`src/source/eth_rx_pkg.sv`:
```
package eth_rx_pkg;

    typedef logic [7:0]  byte_t;
    typedef logic [15:0] word_t;
    typedef logic [47:0] mac_t;
    typedef logic [31:0] ip_addr_t;
    typedef logic [31:0] sum_t;         // unfolded ones-complement sum
    typedef logic [15:0] count_t;

    typedef struct packed {
        byte_t data;
        logic  valid;
        logic  last;
    } beat_t;

    typedef enum logic [2:0] {
        IDLE,
        ETH_HEAD,
        IP_HEAD,
        UDP_HEAD,
        UDP_DATA,
        ARP_DATA,
        DISCARD
    } split_state_t;

    typedef struct packed {
        logic   eth_ok;                 // dst mac is ours or broadcast
        logic   is_arp;
        logic   is_ipv4;
        logic   ip_ok;                  // checksum, ver/ihl, dst ip and protocol good
        count_t payload_len;            // udp length minus header
    } hdr_verdict_t;

    localparam mac_t     LOCAL_MAC    = 48'hABCD_1234_5678;
    localparam mac_t     BCAST_MAC    = 48'hFFFF_FFFF_FFFF;
    localparam ip_addr_t LOCAL_IP     = 32'hC0A8_006E;
    localparam word_t    ARP_TYPE     = 16'h0806;
    localparam word_t    IPV4_TYPE    = 16'h0800;
    localparam byte_t    UDP_PROTO    = 8'h11;
    localparam byte_t    IPV4_VER_IHL = 8'h45;
    localparam count_t   ETH_HEAD_LEN = 16'd14;
    localparam count_t   IP_HEAD_LEN  = 16'd20;
    localparam count_t   UDP_HEAD_LEN = 16'd8;

    // two carry folds are enough for any 32-bit running sum
    function automatic word_t fold_sum(input sum_t raw);
        sum_t part;
        part = {16'h0000, raw[31:16]} + {16'h0000, raw[15:0]};
        part = {16'h0000, part[31:16]} + {16'h0000, part[15:0]};
        return part[15:0];
    endfunction

endpackage

```
`src/source/frame_split.sv`:
```
`timescale 1ns/10ps

module frame_split (
    input  logic              logic_clk,
    input  logic              logic_rst,
    input  eth_rx_pkg::beat_t rx_beat_i,
    output eth_rx_pkg::beat_t arp_beat_o,
    output eth_rx_pkg::beat_t udp_beat_o,
    output logic              udp_ok_o
);
    import eth_rx_pkg::*;

    split_state_t state;
    count_t       byte_idx;
    hdr_verdict_t verdict;
    sum_t         pseudo_sum;
    sum_t         ip_sum_next;
    sum_t         udp_sum_next;

    split_ctrl i_split_ctrl (
        .logic_clk  (logic_clk),
        .logic_rst  (logic_rst),
        .rx_beat_i  (rx_beat_i),
        .verdict_i  (verdict),
        .state_o    (state),
        .byte_idx_o (byte_idx)
    );

    header_capture i_header_capture (
        .logic_clk     (logic_clk),
        .logic_rst     (logic_rst),
        .rx_beat_i     (rx_beat_i),
        .state_i       (state),
        .byte_idx_i    (byte_idx),
        .ip_sum_next_i (ip_sum_next),
        .verdict_o     (verdict),
        .pseudo_sum_o  (pseudo_sum)
    );

    inet_sum ip_sum (
        .logic_clk  (logic_clk),
        .logic_rst  (logic_rst),
        .beat_i     (rx_beat_i),
        .active_i   (state == IP_HEAD),
        .sum_next_o (ip_sum_next)
    );

    inet_sum udp_sum (
        .logic_clk  (logic_clk),
        .logic_rst  (logic_rst),
        .beat_i     (rx_beat_i),
        .active_i   ((state == UDP_HEAD) || (state == UDP_DATA)), // header plus payload
        .sum_next_o (udp_sum_next)
    );

    rx_output i_rx_output (
        .logic_clk      (logic_clk),
        .logic_rst      (logic_rst),
        .rx_beat_i      (rx_beat_i),
        .state_i        (state),
        .byte_idx_i     (byte_idx),
        .payload_len_i  (verdict.payload_len),
        .udp_sum_next_i (udp_sum_next),
        .pseudo_sum_i   (pseudo_sum),
        .arp_beat_o     (arp_beat_o),
        .udp_beat_o     (udp_beat_o),
        .udp_ok_o       (udp_ok_o)
    );

endmodule

```
`src/source/header_capture.sv`:
```
`timescale 1ns/10ps

module header_capture (
    input  logic                     logic_clk,
    input  logic                     logic_rst,
    input  eth_rx_pkg::beat_t        rx_beat_i,
    input  eth_rx_pkg::split_state_t state_i,
    input  eth_rx_pkg::count_t       byte_idx_i,
    input  eth_rx_pkg::sum_t         ip_sum_next_i,
    output eth_rx_pkg::hdr_verdict_t verdict_o,
    output eth_rx_pkg::sum_t         pseudo_sum_o
);
    import eth_rx_pkg::*;

    mac_t     dst_mac;
    byte_t    type_hi;
    byte_t    ver_ihl;
    byte_t    proto;
    ip_addr_t src_ip;
    ip_addr_t dst_ip;
    word_t    udp_len;
    logic     in_eth;
    word_t    eth_type;
    logic     eth_ok;
    logic     ip_ok;

    assign in_eth   = (state_i == IDLE) || (state_i == ETH_HEAD); // first byte lands in IDLE
    assign eth_type = {type_hi, rx_beat_i.data};                   // low byte still on the bus

    always_ff @(posedge logic_clk) begin
        if (logic_rst) begin
            dst_mac <= '0;
            type_hi <= '0;
            ver_ihl <= '0;
            proto   <= '0;
            src_ip  <= '0;
            dst_ip  <= '0;
            udp_len <= '0;
        end else if (rx_beat_i.valid) begin
            if (in_eth && (byte_idx_i < 16'd6)) begin
                dst_mac <= {dst_mac[39:0], rx_beat_i.data};
            end
            if (in_eth && (byte_idx_i == 16'd12)) begin
                type_hi <= rx_beat_i.data;
            end
            if (state_i == IP_HEAD) begin
                case (byte_idx_i)
                    16'd0:                         ver_ihl <= rx_beat_i.data;
                    16'd9:                         proto   <= rx_beat_i.data;
                    16'd12, 16'd13, 16'd14, 16'd15: src_ip <= {src_ip[23:0], rx_beat_i.data};
                    16'd16, 16'd17, 16'd18, 16'd19: dst_ip <= {dst_ip[23:0], rx_beat_i.data};
                    default: ;
                endcase
            end
            if ((state_i == UDP_HEAD) && ((byte_idx_i == 16'd4) || (byte_idx_i == 16'd5))) begin
                udp_len <= {udp_len[7:0], rx_beat_i.data};
            end
        end
    end

    assign eth_ok = (dst_mac == LOCAL_MAC) || (dst_mac == BCAST_MAC);
    assign ip_ok  = (fold_sum(ip_sum_next_i) == 16'hFFFF)
                 && ({dst_ip[23:0], rx_beat_i.data} == LOCAL_IP) // byte 19 from this beat
                 && (ver_ihl == IPV4_VER_IHL)
                 && (proto == UDP_PROTO);

    assign verdict_o = '{eth_ok:      eth_ok,
                         is_arp:      (eth_type == ARP_TYPE),
                         is_ipv4:     (eth_type == IPV4_TYPE),
                         ip_ok:       ip_ok,
                         payload_len: udp_len - UDP_HEAD_LEN};

    // pseudo header: addresses, zero/protocol word and udp length
    assign pseudo_sum_o = sum_t'(src_ip[31:16]) + sum_t'(src_ip[15:0])
                        + sum_t'(dst_ip[31:16]) + sum_t'(dst_ip[15:0])
                        + sum_t'(UDP_PROTO) + sum_t'(udp_len);

endmodule

```
`src/source/inet_sum.sv`:
```
`timescale 1ns/10ps

module inet_sum (
    input  logic              logic_clk,
    input  logic              logic_rst,
    input  eth_rx_pkg::beat_t beat_i,
    input  logic              active_i,
    output eth_rx_pkg::sum_t  sum_next_o
);
    import eth_rx_pkg::*;

    sum_t acc;
    logic low_phase;                    // next byte is the low half of a word
    sum_t addend;

    // a high byte is added on its own, so an odd tail already has a zero low half
    always_comb begin
        if (!beat_i.valid || !active_i) begin
            addend = '0;
        end else if (low_phase) begin
            addend = {24'h000000, beat_i.data};
        end else begin
            addend = {16'h0000, beat_i.data, 8'h00};
        end
    end

    assign sum_next_o = acc + addend;   // includes the current beat

    always_ff @(posedge logic_clk) begin
        if (logic_rst || !active_i) begin
            acc       <= '0;
            low_phase <= 1'b0;
        end else if (beat_i.valid) begin
            acc       <= sum_next_o;
            low_phase <= !low_phase;
        end
    end

endmodule

```
`src/source/rx_output.sv`:
```
`timescale 1ns/10ps

module rx_output (
    input  logic                     logic_clk,
    input  logic                     logic_rst,
    input  eth_rx_pkg::beat_t        rx_beat_i,
    input  eth_rx_pkg::split_state_t state_i,
    input  eth_rx_pkg::count_t       byte_idx_i,
    input  eth_rx_pkg::count_t       payload_len_i,
    input  eth_rx_pkg::sum_t         udp_sum_next_i,
    input  eth_rx_pkg::sum_t         pseudo_sum_i,
    output eth_rx_pkg::beat_t        arp_beat_o,
    output eth_rx_pkg::beat_t        udp_beat_o,
    output logic                     udp_ok_o
);
    import eth_rx_pkg::*;

    byte_t data_q;
    logic  arp_valid;
    logic  arp_last;
    logic  udp_valid;
    logic  udp_last;
    logic  udp_ok;
    word_t rx_csum;                     // checksum field as received
    logic  arp_beat;
    logic  udp_beat;
    logic  udp_end;
    logic  sum_good;

    assign arp_beat = rx_beat_i.valid && (state_i == ARP_DATA);
    assign udp_beat = rx_beat_i.valid && (state_i == UDP_DATA);
    assign udp_end  = (byte_idx_i == payload_len_i - 16'd1);
    assign sum_good = (fold_sum(udp_sum_next_i + pseudo_sum_i) == 16'hFFFF)
                   || (rx_csum == 16'h0000);    // zero means sender skipped it

    always_ff @(posedge logic_clk) begin
        if (logic_rst) begin
            arp_valid <= 1'b0;
            arp_last  <= 1'b0;
            udp_valid <= 1'b0;
            udp_last  <= 1'b0;
            udp_ok    <= 1'b0;
        end else begin
            arp_valid <= arp_beat;
            arp_last  <= arp_beat && rx_beat_i.last;
            udp_valid <= udp_beat;
            udp_last  <= udp_beat && udp_end;
            udp_ok    <= udp_beat && udp_end && sum_good;
        end
    end

    always_ff @(posedge logic_clk) begin
        data_q <= rx_beat_i.data;       // shared by both streams
        if (rx_beat_i.valid && (state_i == UDP_HEAD)
                && ((byte_idx_i == 16'd6) || (byte_idx_i == 16'd7))) begin
            rx_csum <= {rx_csum[7:0], rx_beat_i.data};
        end
    end

    assign arp_beat_o = '{data: data_q, valid: arp_valid, last: arp_last};
    assign udp_beat_o = '{data: data_q, valid: udp_valid, last: udp_last};
    assign udp_ok_o   = udp_ok;

endmodule

```
`src/source/split_ctrl.sv`:
```
`timescale 1ns/10ps

module split_ctrl (
    input  logic                     logic_clk,
    input  logic                     logic_rst,
    input  eth_rx_pkg::beat_t        rx_beat_i,
    input  eth_rx_pkg::hdr_verdict_t verdict_i,
    output eth_rx_pkg::split_state_t state_o,
    output eth_rx_pkg::count_t       byte_idx_o
);
    import eth_rx_pkg::*;

    split_state_t state;
    count_t       byte_idx;
    count_t       last_idx;
    logic         sec_end;

    // final index of whichever section is current
    always_comb begin
        case (state)
            ETH_HEAD: last_idx = ETH_HEAD_LEN - 16'd1;
            IP_HEAD:  last_idx = IP_HEAD_LEN - 16'd1;
            UDP_HEAD: last_idx = UDP_HEAD_LEN - 16'd1;
            default:  last_idx = verdict_i.payload_len - 16'd1; // only used in UDP_DATA
        endcase
    end

    assign sec_end = (byte_idx == last_idx);

    always_ff @(posedge logic_clk) begin
        if (logic_rst) begin
            state    <= IDLE;
            byte_idx <= '0;
        end else if (rx_beat_i.valid) begin
            byte_idx <= byte_idx + 16'd1;
            if (rx_beat_i.last) begin
                state    <= IDLE;               // end of frame, whatever the section
                byte_idx <= '0;
            end else begin
                case (state)
                    IDLE: begin
                        state <= ETH_HEAD;      // this beat was eth index 0
                    end
                    ETH_HEAD: begin
                        if (sec_end) begin
                            byte_idx <= '0;
                            if (verdict_i.eth_ok && verdict_i.is_arp) begin
                                state <= ARP_DATA;
                            end else if (verdict_i.eth_ok && verdict_i.is_ipv4) begin
                                state <= IP_HEAD;
                            end else begin
                                state <= DISCARD;
                            end
                        end
                    end
                    IP_HEAD: begin
                        if (sec_end) begin
                            byte_idx <= '0;
                            state    <= verdict_i.ip_ok ? UDP_HEAD : DISCARD;
                        end
                    end
                    UDP_HEAD: begin
                        if (sec_end) begin
                            byte_idx <= '0;
                            state    <= (verdict_i.payload_len == '0) ? DISCARD : UDP_DATA;
                        end
                    end
                    UDP_DATA: begin
                        if (sec_end) begin
                            byte_idx <= '0;
                            state    <= DISCARD;    // rest is ethernet padding
                        end
                    end
                    default: begin
                        state <= state;         // ARP_DATA and DISCARD run to last
                    end
                endcase
            end
        end
    end

    assign state_o    = state;
    assign byte_idx_o = byte_idx;

endmodule

```
`config.mk`:
```
export PLATFORM = sky130hd
export DESIGN_NAME = frame_split
export DESIGN_NICKNAME = d
export VERILOG_FILES = /design/src/source/eth_rx_pkg.sv /design/src/source/frame_split.sv /design/src/source/header_capture.sv /design/src/source/inet_sum.sv /design/src/source/rx_output.sv /design/src/source/split_ctrl.sv
export SDC_FILE = /design/constraint.sdc
export NUM_CORES = 1
export LEC_CHECK = 0
export ABC_AREA = 1
export BUFFER_PORTS_ARGS = -buffer_cell sky130_fd_sc_hd__buf_4
export CAP_MARGIN = 25
export CORE_MARGIN = 4
export CORE_UTILIZATION = 35
export DETAILED_ROUTE_END_ITERATION = 10
export PLACE_DENSITY = 0.54
export SLEW_MARGIN = 15
export SYNTH_ARGS = -nofsm -noshare
export SYNTH_HDL_FRONTEND = slang
export SYNTH_SLANG_ARGS = --single-unit
```
`constraint.sdc`:
```
create_clock -name logic_clk -period 11.8 [get_ports logic_clk]
set_input_delay 1.18 -clock logic_clk [delete_from_list [all_inputs] [get_ports logic_clk]]
set_output_delay 1.18 -clock logic_clk [all_outputs]
set_load 0.05 [all_outputs]
```
Word-level counts from Yosys, hierarchy flattened. Cells that the tools add are included. W data, S select, Z words.

Output and inout port bits: 21. Memories kept: 0. Bits in read-only memories: 0. Bits of input ports: 12. Logic and storage cells: 133. Memory bits (writable): 0. Flip-flop bits (word level): 266. Bits in latches: 0.

Equality and inequality tests: 33. Reductions and logical operators: 46. Bitwise logic cells: 0. Shift-type cells: 0. Divide/modulo/power cells: 0. Order comparisons: 1. Mux-type cells: 18. Multiply operators: 0. Add/sub/neg operators: 15.

Operator list (number): $add A32 B16 Y32 (3); $add A32 B32 Y32 (3); $eq A48 B48 Y1 const B (2); $eq A16 B4 Y1 const B (5); $mux W16 (5); $eq A16 B3 Y1 const B (4); $eq A16 B5 Y1 const B (4); $mux W32 (2); $add A16 B16 Y17 (3); $logic_not A16 Y1 (3); $pmux W16 S3 (1); $add A16 B16 Y16 (2); $add A32 B5 Y32 const B (1); $eq A16 B12 Y1 const B (2); $eq A16 B16 Y1 (2); $eq A16 B16 Y1 const B (2); $eq A32 B32 Y1 const B (1); $mux W3 (8); $add A16 B1 Y16 const B (1); $lt A16 B3 Y1 const B (1); $sub A16 B1 Y16 const B (1); $sub A16 B4 Y16 const B (1); $logic_and A1 B1 Y1 (15); $pmux W3 S5 (1); other kinds (16) (40).

Longest topological paths before layout.
Depth after elaboration: 15. Gate-level depth with buffers: 56. Depth with buffers taken out: 55.

Hierarchy. A second synthesis with hierarchy kept.

Cells, all modules: 3455. Area total of the unflattened synthesis: 22721.8 µm².

Modules (own cells, without submodules): header_capture (cells an instance 1290, area an instance 10002.1 µm², times used 1, seq. area each 3042.9 µm²); inet_sum (cells an instance 549, area an instance 3044.2 µm², times used 2, seq. area each 660.6 µm²); rx_output (cells an instance 671, area an instance 4404.2 µm², times used 1, seq. area each 740.7 µm²); split_ctrl (cells an instance 389, area an instance 2199.6 µm², times used 1, seq. area each 380.4 µm²); frame_split (cells an instance 7, area an instance 27.5 µm², times used 1, seq. area each 0.0 µm²).

Least setup slack after synthesis. No wires, ideal clock.

Path type: input to register. Start: input rx_beat_i[1] (netlist name). End: register i_rx_output.udp_ok (netlist: i_rx_output.udp_ok_o). Setup time: 0.070 ns. Stages: 48. Data arrival time: 8.658 ns. Data required time: 11.730 ns. Setup slack: 3.072 ns. Path buffers: 1. Path through: clkinv_1 > nor2_1 > inv_1 > clkbuf_1 > nor3_1 > ha_1 > inv_1 > fa_1 > o21ai_2 > xor2_1 > fa_1 > inv_1 > fa_1 > fa_1 > inv_1 > ha_1 > nand3_1 > nand2_1 > [12 not listed] > nand3_1 > nand2_1 > nand2_1 > nand3_1 > a31oi_1 > o21ai_0 > nand2_1 > ha_1 > ha_1 > nand3_1 > nor2_1 > nand3_1 > and2_1 > nor2_1 > nand4_1 > nor2_1 > nand3b_1 > a21boi_1.

Word-level cells in the longest chain between the ends: 10. Elaborated cells on any way between the ends: 12. Classes of those cells: add/sub (4); eq/ne (1); mux (1); reduce/logical (6).

RTL lines: start: declaration (RTL line frame_split.sv:6) `input eth_rx_pkg::beat_t rx_beat_i,`; $logic_not A1 Y1 (RTL line inet_sum.sv:18) `if (!beat_i.valid || !active_i) begin`; $logic_or A1 B1 Y1 (RTL line inet_sum.sv:18); $mux W32 (RTL line inet_sum.sv:18); $add A32 B32 Y32 (RTL line inet_sum.sv:27) `assign sum_next_o = acc + addend;`; via i_rx_output.udp_sum_next_i[4] (RTL line rx_output.sv:10) `input eth_rx_pkg::sum_t udp_sum_next_i,`; $add A32 B32 Y32 (RTL line rx_output.sv:33) `assign sum_good = (fold_sum(udp_sum_next_i + pseudo_sum_i) == 16'hFFFF)`; $add A16 B16 Y17 (RTL line eth_rx_pkg.sv:48) `part = {16'h0000, raw[31:16]} + {16'h0000, raw[15:0]};`; $add A16 B16 Y16 (RTL line eth_rx_pkg.sv:49) `part = {16'h0000, part[31:16]} + {16'h0000, part[15:0]};`; $eq A16 B16 Y1 (RTL line rx_output.sv:33); $logic_or A1 B1 Y1 (RTL line rx_output.sv:34) `|| (rx_csum == 16'h0000);`; $logic_and A1 B1 Y1 (RTL line rx_output.sv:48) `udp_ok <= udp_beat && udp_end && sum_good;`; end signal: assignment (RTL line rx_output.sv:48); end: declaration (RTL line rx_output.sv:23) `logic udp_ok;`.

The timed path passes the listed nets, and every way through them passes these cells. A chain may end at the register's enable or synchronous reset.

Worst setup path in the final report.
Start: register i_split_ctrl.state[1] (netlist: i_split_ctrl.state_o[1]). End: register i_rx_output.udp_ok (netlist: i_rx_output.udp_ok_o).

Word-level cells in the longest chain between the ends: 12. Elaborated cells on any way between the ends: 15. Classes of those cells: add/sub (4); eq/ne (3); mux (1); reduce/logical (7).

RTL lines: start: declaration (RTL line split_ctrl.sv:13) `split_state_t state;`; start signal: assignment (RTL line split_ctrl.sv:59) `state <= verdict_i.ip_ok ? UDP_HEAD : DISCARD;`; start signal: assignment (RTL line split_ctrl.sv:65) `state <= (verdict_i.payload_len == '0) ? DISCARD : UDP_DATA;`; start signal: assignment (RTL line split_ctrl.sv:75) `state <= state;`; $eq A3 B2 Y1 / $eq A3 B3 Y1 (equally long branches) (RTL line frame_split.sv:52) `.active_i ((state == UDP_HEAD) || (state == UDP_DATA)),`; $logic_or A1 B1 Y1 (*) (RTL line frame_split.sv:52); $logic_not A1 Y1 (*) (RTL line inet_sum.sv:18); $logic_or A1 B1 Y1 (*) (RTL line inet_sum.sv:18); $mux W32 (*) (RTL line inet_sum.sv:18); $add A32 B32 Y32 (*) (RTL line inet_sum.sv:27); via i_rx_output.udp_sum_next_i[14] (RTL line rx_output.sv:10); $add A32 B32 Y32 (*) (RTL line rx_output.sv:33); $add A16 B16 Y17 (*) (RTL line eth_rx_pkg.sv:48); $add A16 B16 Y16 (*) (RTL line eth_rx_pkg.sv:49); $eq A16 B16 Y1 (*) (RTL line rx_output.sv:33); $logic_or A1 B1 Y1 (*) (RTL line rx_output.sv:34); $logic_and A1 B1 Y1 (*) (RTL line rx_output.sv:48).

Mark *: on every way through the listed nets, which the timed path passes. The rest lies on a longest branch.

==> impl_metrics.tcl <==
set metrics [dict create \
    number_of_buffers_inserted_by_hold_repair_at_cts 0 \
    tritoncts_clock_tree "yes" \
    cts_num_sinks 266 \
    final.setup_skew_ns 0.02448 \
    detail_route.iter0.violations 1172 \
    dieWidth_um 241.2 \
    crit_slowest_cell "sky130_fd_sc_hd__fa_1" \
    fillerInstances 5658 \
    cts_buffer_depth 3 \
    place.port_buffers 32 \
    final_net_count 2902 \
    power.net_switching_uw 532.7 \
    cell_internal_power_dissipation_mw 1.591 \
    yosysWarningCount 0 \
    post-dp-hpwl_mm 43.23 \
    grt_setup_unrepaired "no" \
    netlist_area_mm2 0.01903 \
    switching_share_pct 25.09 \
    clkPwrFrac_pct 50.6 \
    power.combinational.fraction_pct 5.5 \
    timing.hold.worst.class "reg -> reg" \
    final_max_slew_viol_count 0 \
    drive_gt1_share_pct 5.941 \
    synth_flop_cell "sky130_fd_sc_hd__dfxtp_1" \
    max_cap_viols 0 \
    power.share.sequential_pct 44.0 \
    postSynth.asyncResetShare_pct 0 \
    power.static_leakage_nw 9.766 \
    post_cts.resized_instances 0 \
    grt_overflow 0 \
    worst-r2r-setup-slack_ns 2.27 \
    syn2layout_area_growth_pct 10.49 \
    per_instance_average_area_after_synthesis_um2 7.022 \
    post_synth_edffs 16 \
    final_min_period_over_clock_period_pct 80.73 \
    die_h_um 241.2 \
    timing.critical_path.to "i_rx_output.udp_ok_o" \
    clk_pin_slew_worst_paths_ns 0.06 \
    cp-end-kind "flop" \
    ir_worst_vdd_v 0.00009680 \
    final.setup.tns_ns 0 \
    tritoncts.num_buffers 34 \
    grt_first_pass_wirelength_mm 90.87 \
    worst-path-stages 50 \
    layout_min_cycle_time_ns 9.526 \
    grtUsageTotal_pct 19.48 \
    synth_nets 2907 \
    report.final.hold_viol_count 0 \
    grt_start_max_net_pins 111 \
    r2r.worst_path.cells 50 \
    drcViolationCount 0 \
    critical_path_maximum_fanout 14 \
    ys_types 56 \
    wirelength_mm 56.56 \
    placement_rows 85 \
    critical_path_s_most_frequent_cell "sky130_fd_sc_hd__nor2_1" \
    htree_num_levels 2 \
    run_status "completed" \
    max_slew_margin_pct 30.73 \
    grt_pass1_vias 16794 \
    critical_path.startpoint_type "flop" \
    stdcell_count 3423 \
    critical_path.top_delay_family "simple AND/OR/NAND/NOR gates" \
    syn-instance-count 2710 \
    place_area_mm2 0.01986 \
    biggest_area_consumer_among_synthesized_cells "sky130_fd_sc_hd__dfxtp_1" \
    start_util_pct 35.36 \
    io_pins 33 \
    final_cell_area_mm2 0.02103 \
    postCtsSetupBuffers 0 \
    timing.critical_path.slowest_cell_delay_ns 0.53 \
    core-area_mm2 0.05381 \
    critPathRequiredTime_ns 12.27 \
    finalSetupViolCount 0 \
    globalplace.congestion 0.8975 \
    design.die.area_mm2 0.05817 \
    type_of_the_worst_setup_path "reg -> reg" \
    dp.cells 3363 \
    worst_ep_arrival_time_ns 9.99 \
    detail_route_antenna_nets 0 \
    synth_largest_type_area_fraction_pct 26.30 \
    yosysSeqAreaShare_pct 28.82 \
    clk_latency_ns 0.55 \
    routed_wl_per_cell_um 16.52 \
    clock.fmax_ghz 0.1050 \
    regToRegStartpoint "i_split_ctrl.state_o[1]" \
    critical_path.startpoint "i_split_ctrl.state_o[1]" \
    drt_pre_antenna_iters 5 \
    route.vias.total 17415 \
    rr_endpoint "i_rx_output.udp_ok_o" \
    cts_root_buffer "sky130_fd_sc_hd__clkbuf_16" \
    worst_pin_slew_ns 1.039 \
    synth.ff_latch_count 266 \
    powerDensity_mw_per_mm2 101.0 \
    number_of_buffers_and_inverters_on_the_critical_path 6 \
    routed_via_density 5.088 \
    num_antenna_cells 0 \
    grt_antenna_before_repair 0 \
    synth.top_cells.by_area "sky130_fd_sc_hd__dfxtp_1 26%, sky130_fd_sc_hd__ha_1 8.7%, sky130_fd_sc_hd__nand2_1 8.5%" \
]
[per-layer routing]
metal | global-route usage [%] | vias to the layer above | routed length (µm)
li1 | - | 8862 | -
met1 | 26.47 | 8123 | 26720
met2 | 32.29 | 350 | 25850
met3 | 2.674 | 80 | 2418
met4 | 5.999 | 0 | 1572
met5 | 0 | - | 0
[registers in the layout, indices dropped and copies added (netlist names)]
register and flops:
i_rx_output.data_q 8, i_header_capture.udp_len 16, i_header_capture.dst_ip 32, i_rx_output.udp_ok_o 1, i_header_capture.src_ip 32, i_rx_output.udp_valid 1
i_rx_output.arp_last 1, i_header_capture.proto 8, i_split_ctrl.state_o 3, i_header_capture.dst_mac 48, i_split_ctrl.byte_idx_o 16, ip_sum.acc 32
i_rx_output.udp_last 1, udp_sum.acc 32, i_rx_output.rx_csum 16, i_header_capture.type_hi 8, i_rx_output.arp_valid 1, udp_sum.low_phase 1
i_header_capture.ver_ihl 8, ip_sum.low_phase 1
[cells in the final DEF (no fill, tap or decap), types with 6 or more instances in the layout]
cell type	count
sky130_fd_sc_hd__a31oi_1	11
sky130_fd_sc_hd__xnor2_1	26
sky130_fd_sc_hd__fa_1	53
sky130_fd_sc_hd__nor3_1	63
sky130_fd_sc_hd__o21ai_0	206
sky130_fd_sc_hd__nand2_2	8
sky130_fd_sc_hd__nor4_1	20
sky130_fd_sc_hd__a21oi_1	236
sky130_fd_sc_hd__nand2_1	432
sky130_fd_sc_hd__a211oi_1	45
sky130_fd_sc_hd__nand3_1	138
sky130_fd_sc_hd__clkbuf_16	34
sky130_fd_sc_hd__edfxtp_1	16
sky130_fd_sc_hd__inv_2	8
sky130_fd_sc_hd__nand4_1	56
sky130_fd_sc_hd__dfxtp_1	250
sky130_fd_sc_hd__inv_1	399
sky130_fd_sc_hd__nand3b_1	6
sky130_fd_sc_hd__nand3_2	6
sky130_fd_sc_hd__ha_1	132
sky130_fd_sc_hd__buf_4	45
sky130_fd_sc_hd__clkinv_1	12
sky130_fd_sc_hd__xor2_1	109
sky130_fd_sc_hd__o21ai_1	6
sky130_fd_sc_hd__nor2_1	305
sky130_fd_sc_hd__nor2_2	12
[Yosys cell counts (53+ instances only)]
cell type                  instances
sky130_fd_sc_hd__dfxtp_1         250
sky130_fd_sc_hd__clkbuf_1         57
sky130_fd_sc_hd__xor2_1          109
sky130_fd_sc_hd__a21oi_1         236
sky130_fd_sc_hd__o21ai_0         206
sky130_fd_sc_hd__fa_1             53
sky130_fd_sc_hd__nor2_1          306
sky130_fd_sc_hd__nand2_1         432
sky130_fd_sc_hd__nor3_1           63
sky130_fd_sc_hd__inv_1           400
sky130_fd_sc_hd__ha_1            132
sky130_fd_sc_hd__nand3_1         138
sky130_fd_sc_hd__nand4_1          56
[per-stage QoR]
step / hold slack, ns / power (mW) / setup slack [ns] / utilization (%)
3_5_place_dp: 0.4376 / 1.069 / 2.013 / 36.90
3_3_place_gp: 0.4343 / 1.068 / 2.012 / 36.90
2_1_floorplan: 0.4233 / 1.029 / 3.072 / -
6_report: 0.4471 / 2.124 / 2.274 / 39.07
5_1_grt: 0.4666 / 2.201 / 1.261 / 39.07
4_1_cts: 0.4471 / 2.155 / 2.355 / 39.00
[worst reg2reg max path: cells and delay by family (launching register included)]
kind / cells / cell delay [ns]
flip-flops: 1 / 0.36
AND/OR/NAND/NOR: 24 / 3.16
AO/OA/AOI/OAI: 9 / 2.01
buffers and inverters: 6 / 0.51
XOR/XNOR: 2 / 0.39
adder cells (fa/ha/maj): 9 / 3.04
[power by group through the flow]
stage	Combinational (mW)	Sequential, mW	Clock, mW
2_1_floorplan	0.0739	0.955	0
3_3_place_gp	0.115	0.953	0
3_5_place_dp	0.116	0.953	0
4_1_cts	0.116	0.934	1.11
5_1_grt	0.127	0.936	1.14
6_report	0.116	0.934	1.07
[logic make-up (layout without fill, tap and decap cells)]
logic type	Yosys count	after routing	synth area share (%)
flip-flops	266	266	28.82
buffers and inverters	506	523	10.36
adder cells (fa/ha/maj)	185	185	14.25
XOR/XNOR	135	135	6.213
AO/OA/AOI/OAI	547	547	15.74
AND/OR/NAND/NOR	1071	1071	24.62
[how the worst min path moves through the flow]
stage | cells after the start | endpoint | startpoint | slack, ns
floorplan | 2 | i_header_capture.type_hi[7] | i_header_capture.type_hi[7] | 0.42
global placement | 0 | i_rx_output.rx_csum[11] | i_rx_output.rx_csum[3] | 0.43
detailed placement | 0 | i_rx_output.rx_csum[14] | i_rx_output.rx_csum[6] | 0.44
CTS | 2 | i_header_capture.type_hi[1] | i_header_capture.type_hi[1] | 0.45
global route | 0 | i_rx_output.rx_csum[14] | i_rx_output.rx_csum[6] | 0.47
finish | 2 | i_header_capture.type_hi[1] | i_header_capture.type_hi[1] | 0.45
[area by class of cell]
type | instances | area (µm²) | area share [%]
Sequential cell | 266 | 5485 | 26.09
Tap cell | 696 | 870.8 | 4.141
Timing Repair Buffer | 47 | 380.4 | 1.809
Clock inverter | 18 | 222.7 | 1.059
Clock buffer | 40 | 903.4 | 4.296
Inverter | 418 | 1569 | 7.462
Multi-Input combinational cell | 1938 | 11600 | 55.15
Note: power is estimated with default switching activity, not from simulation.
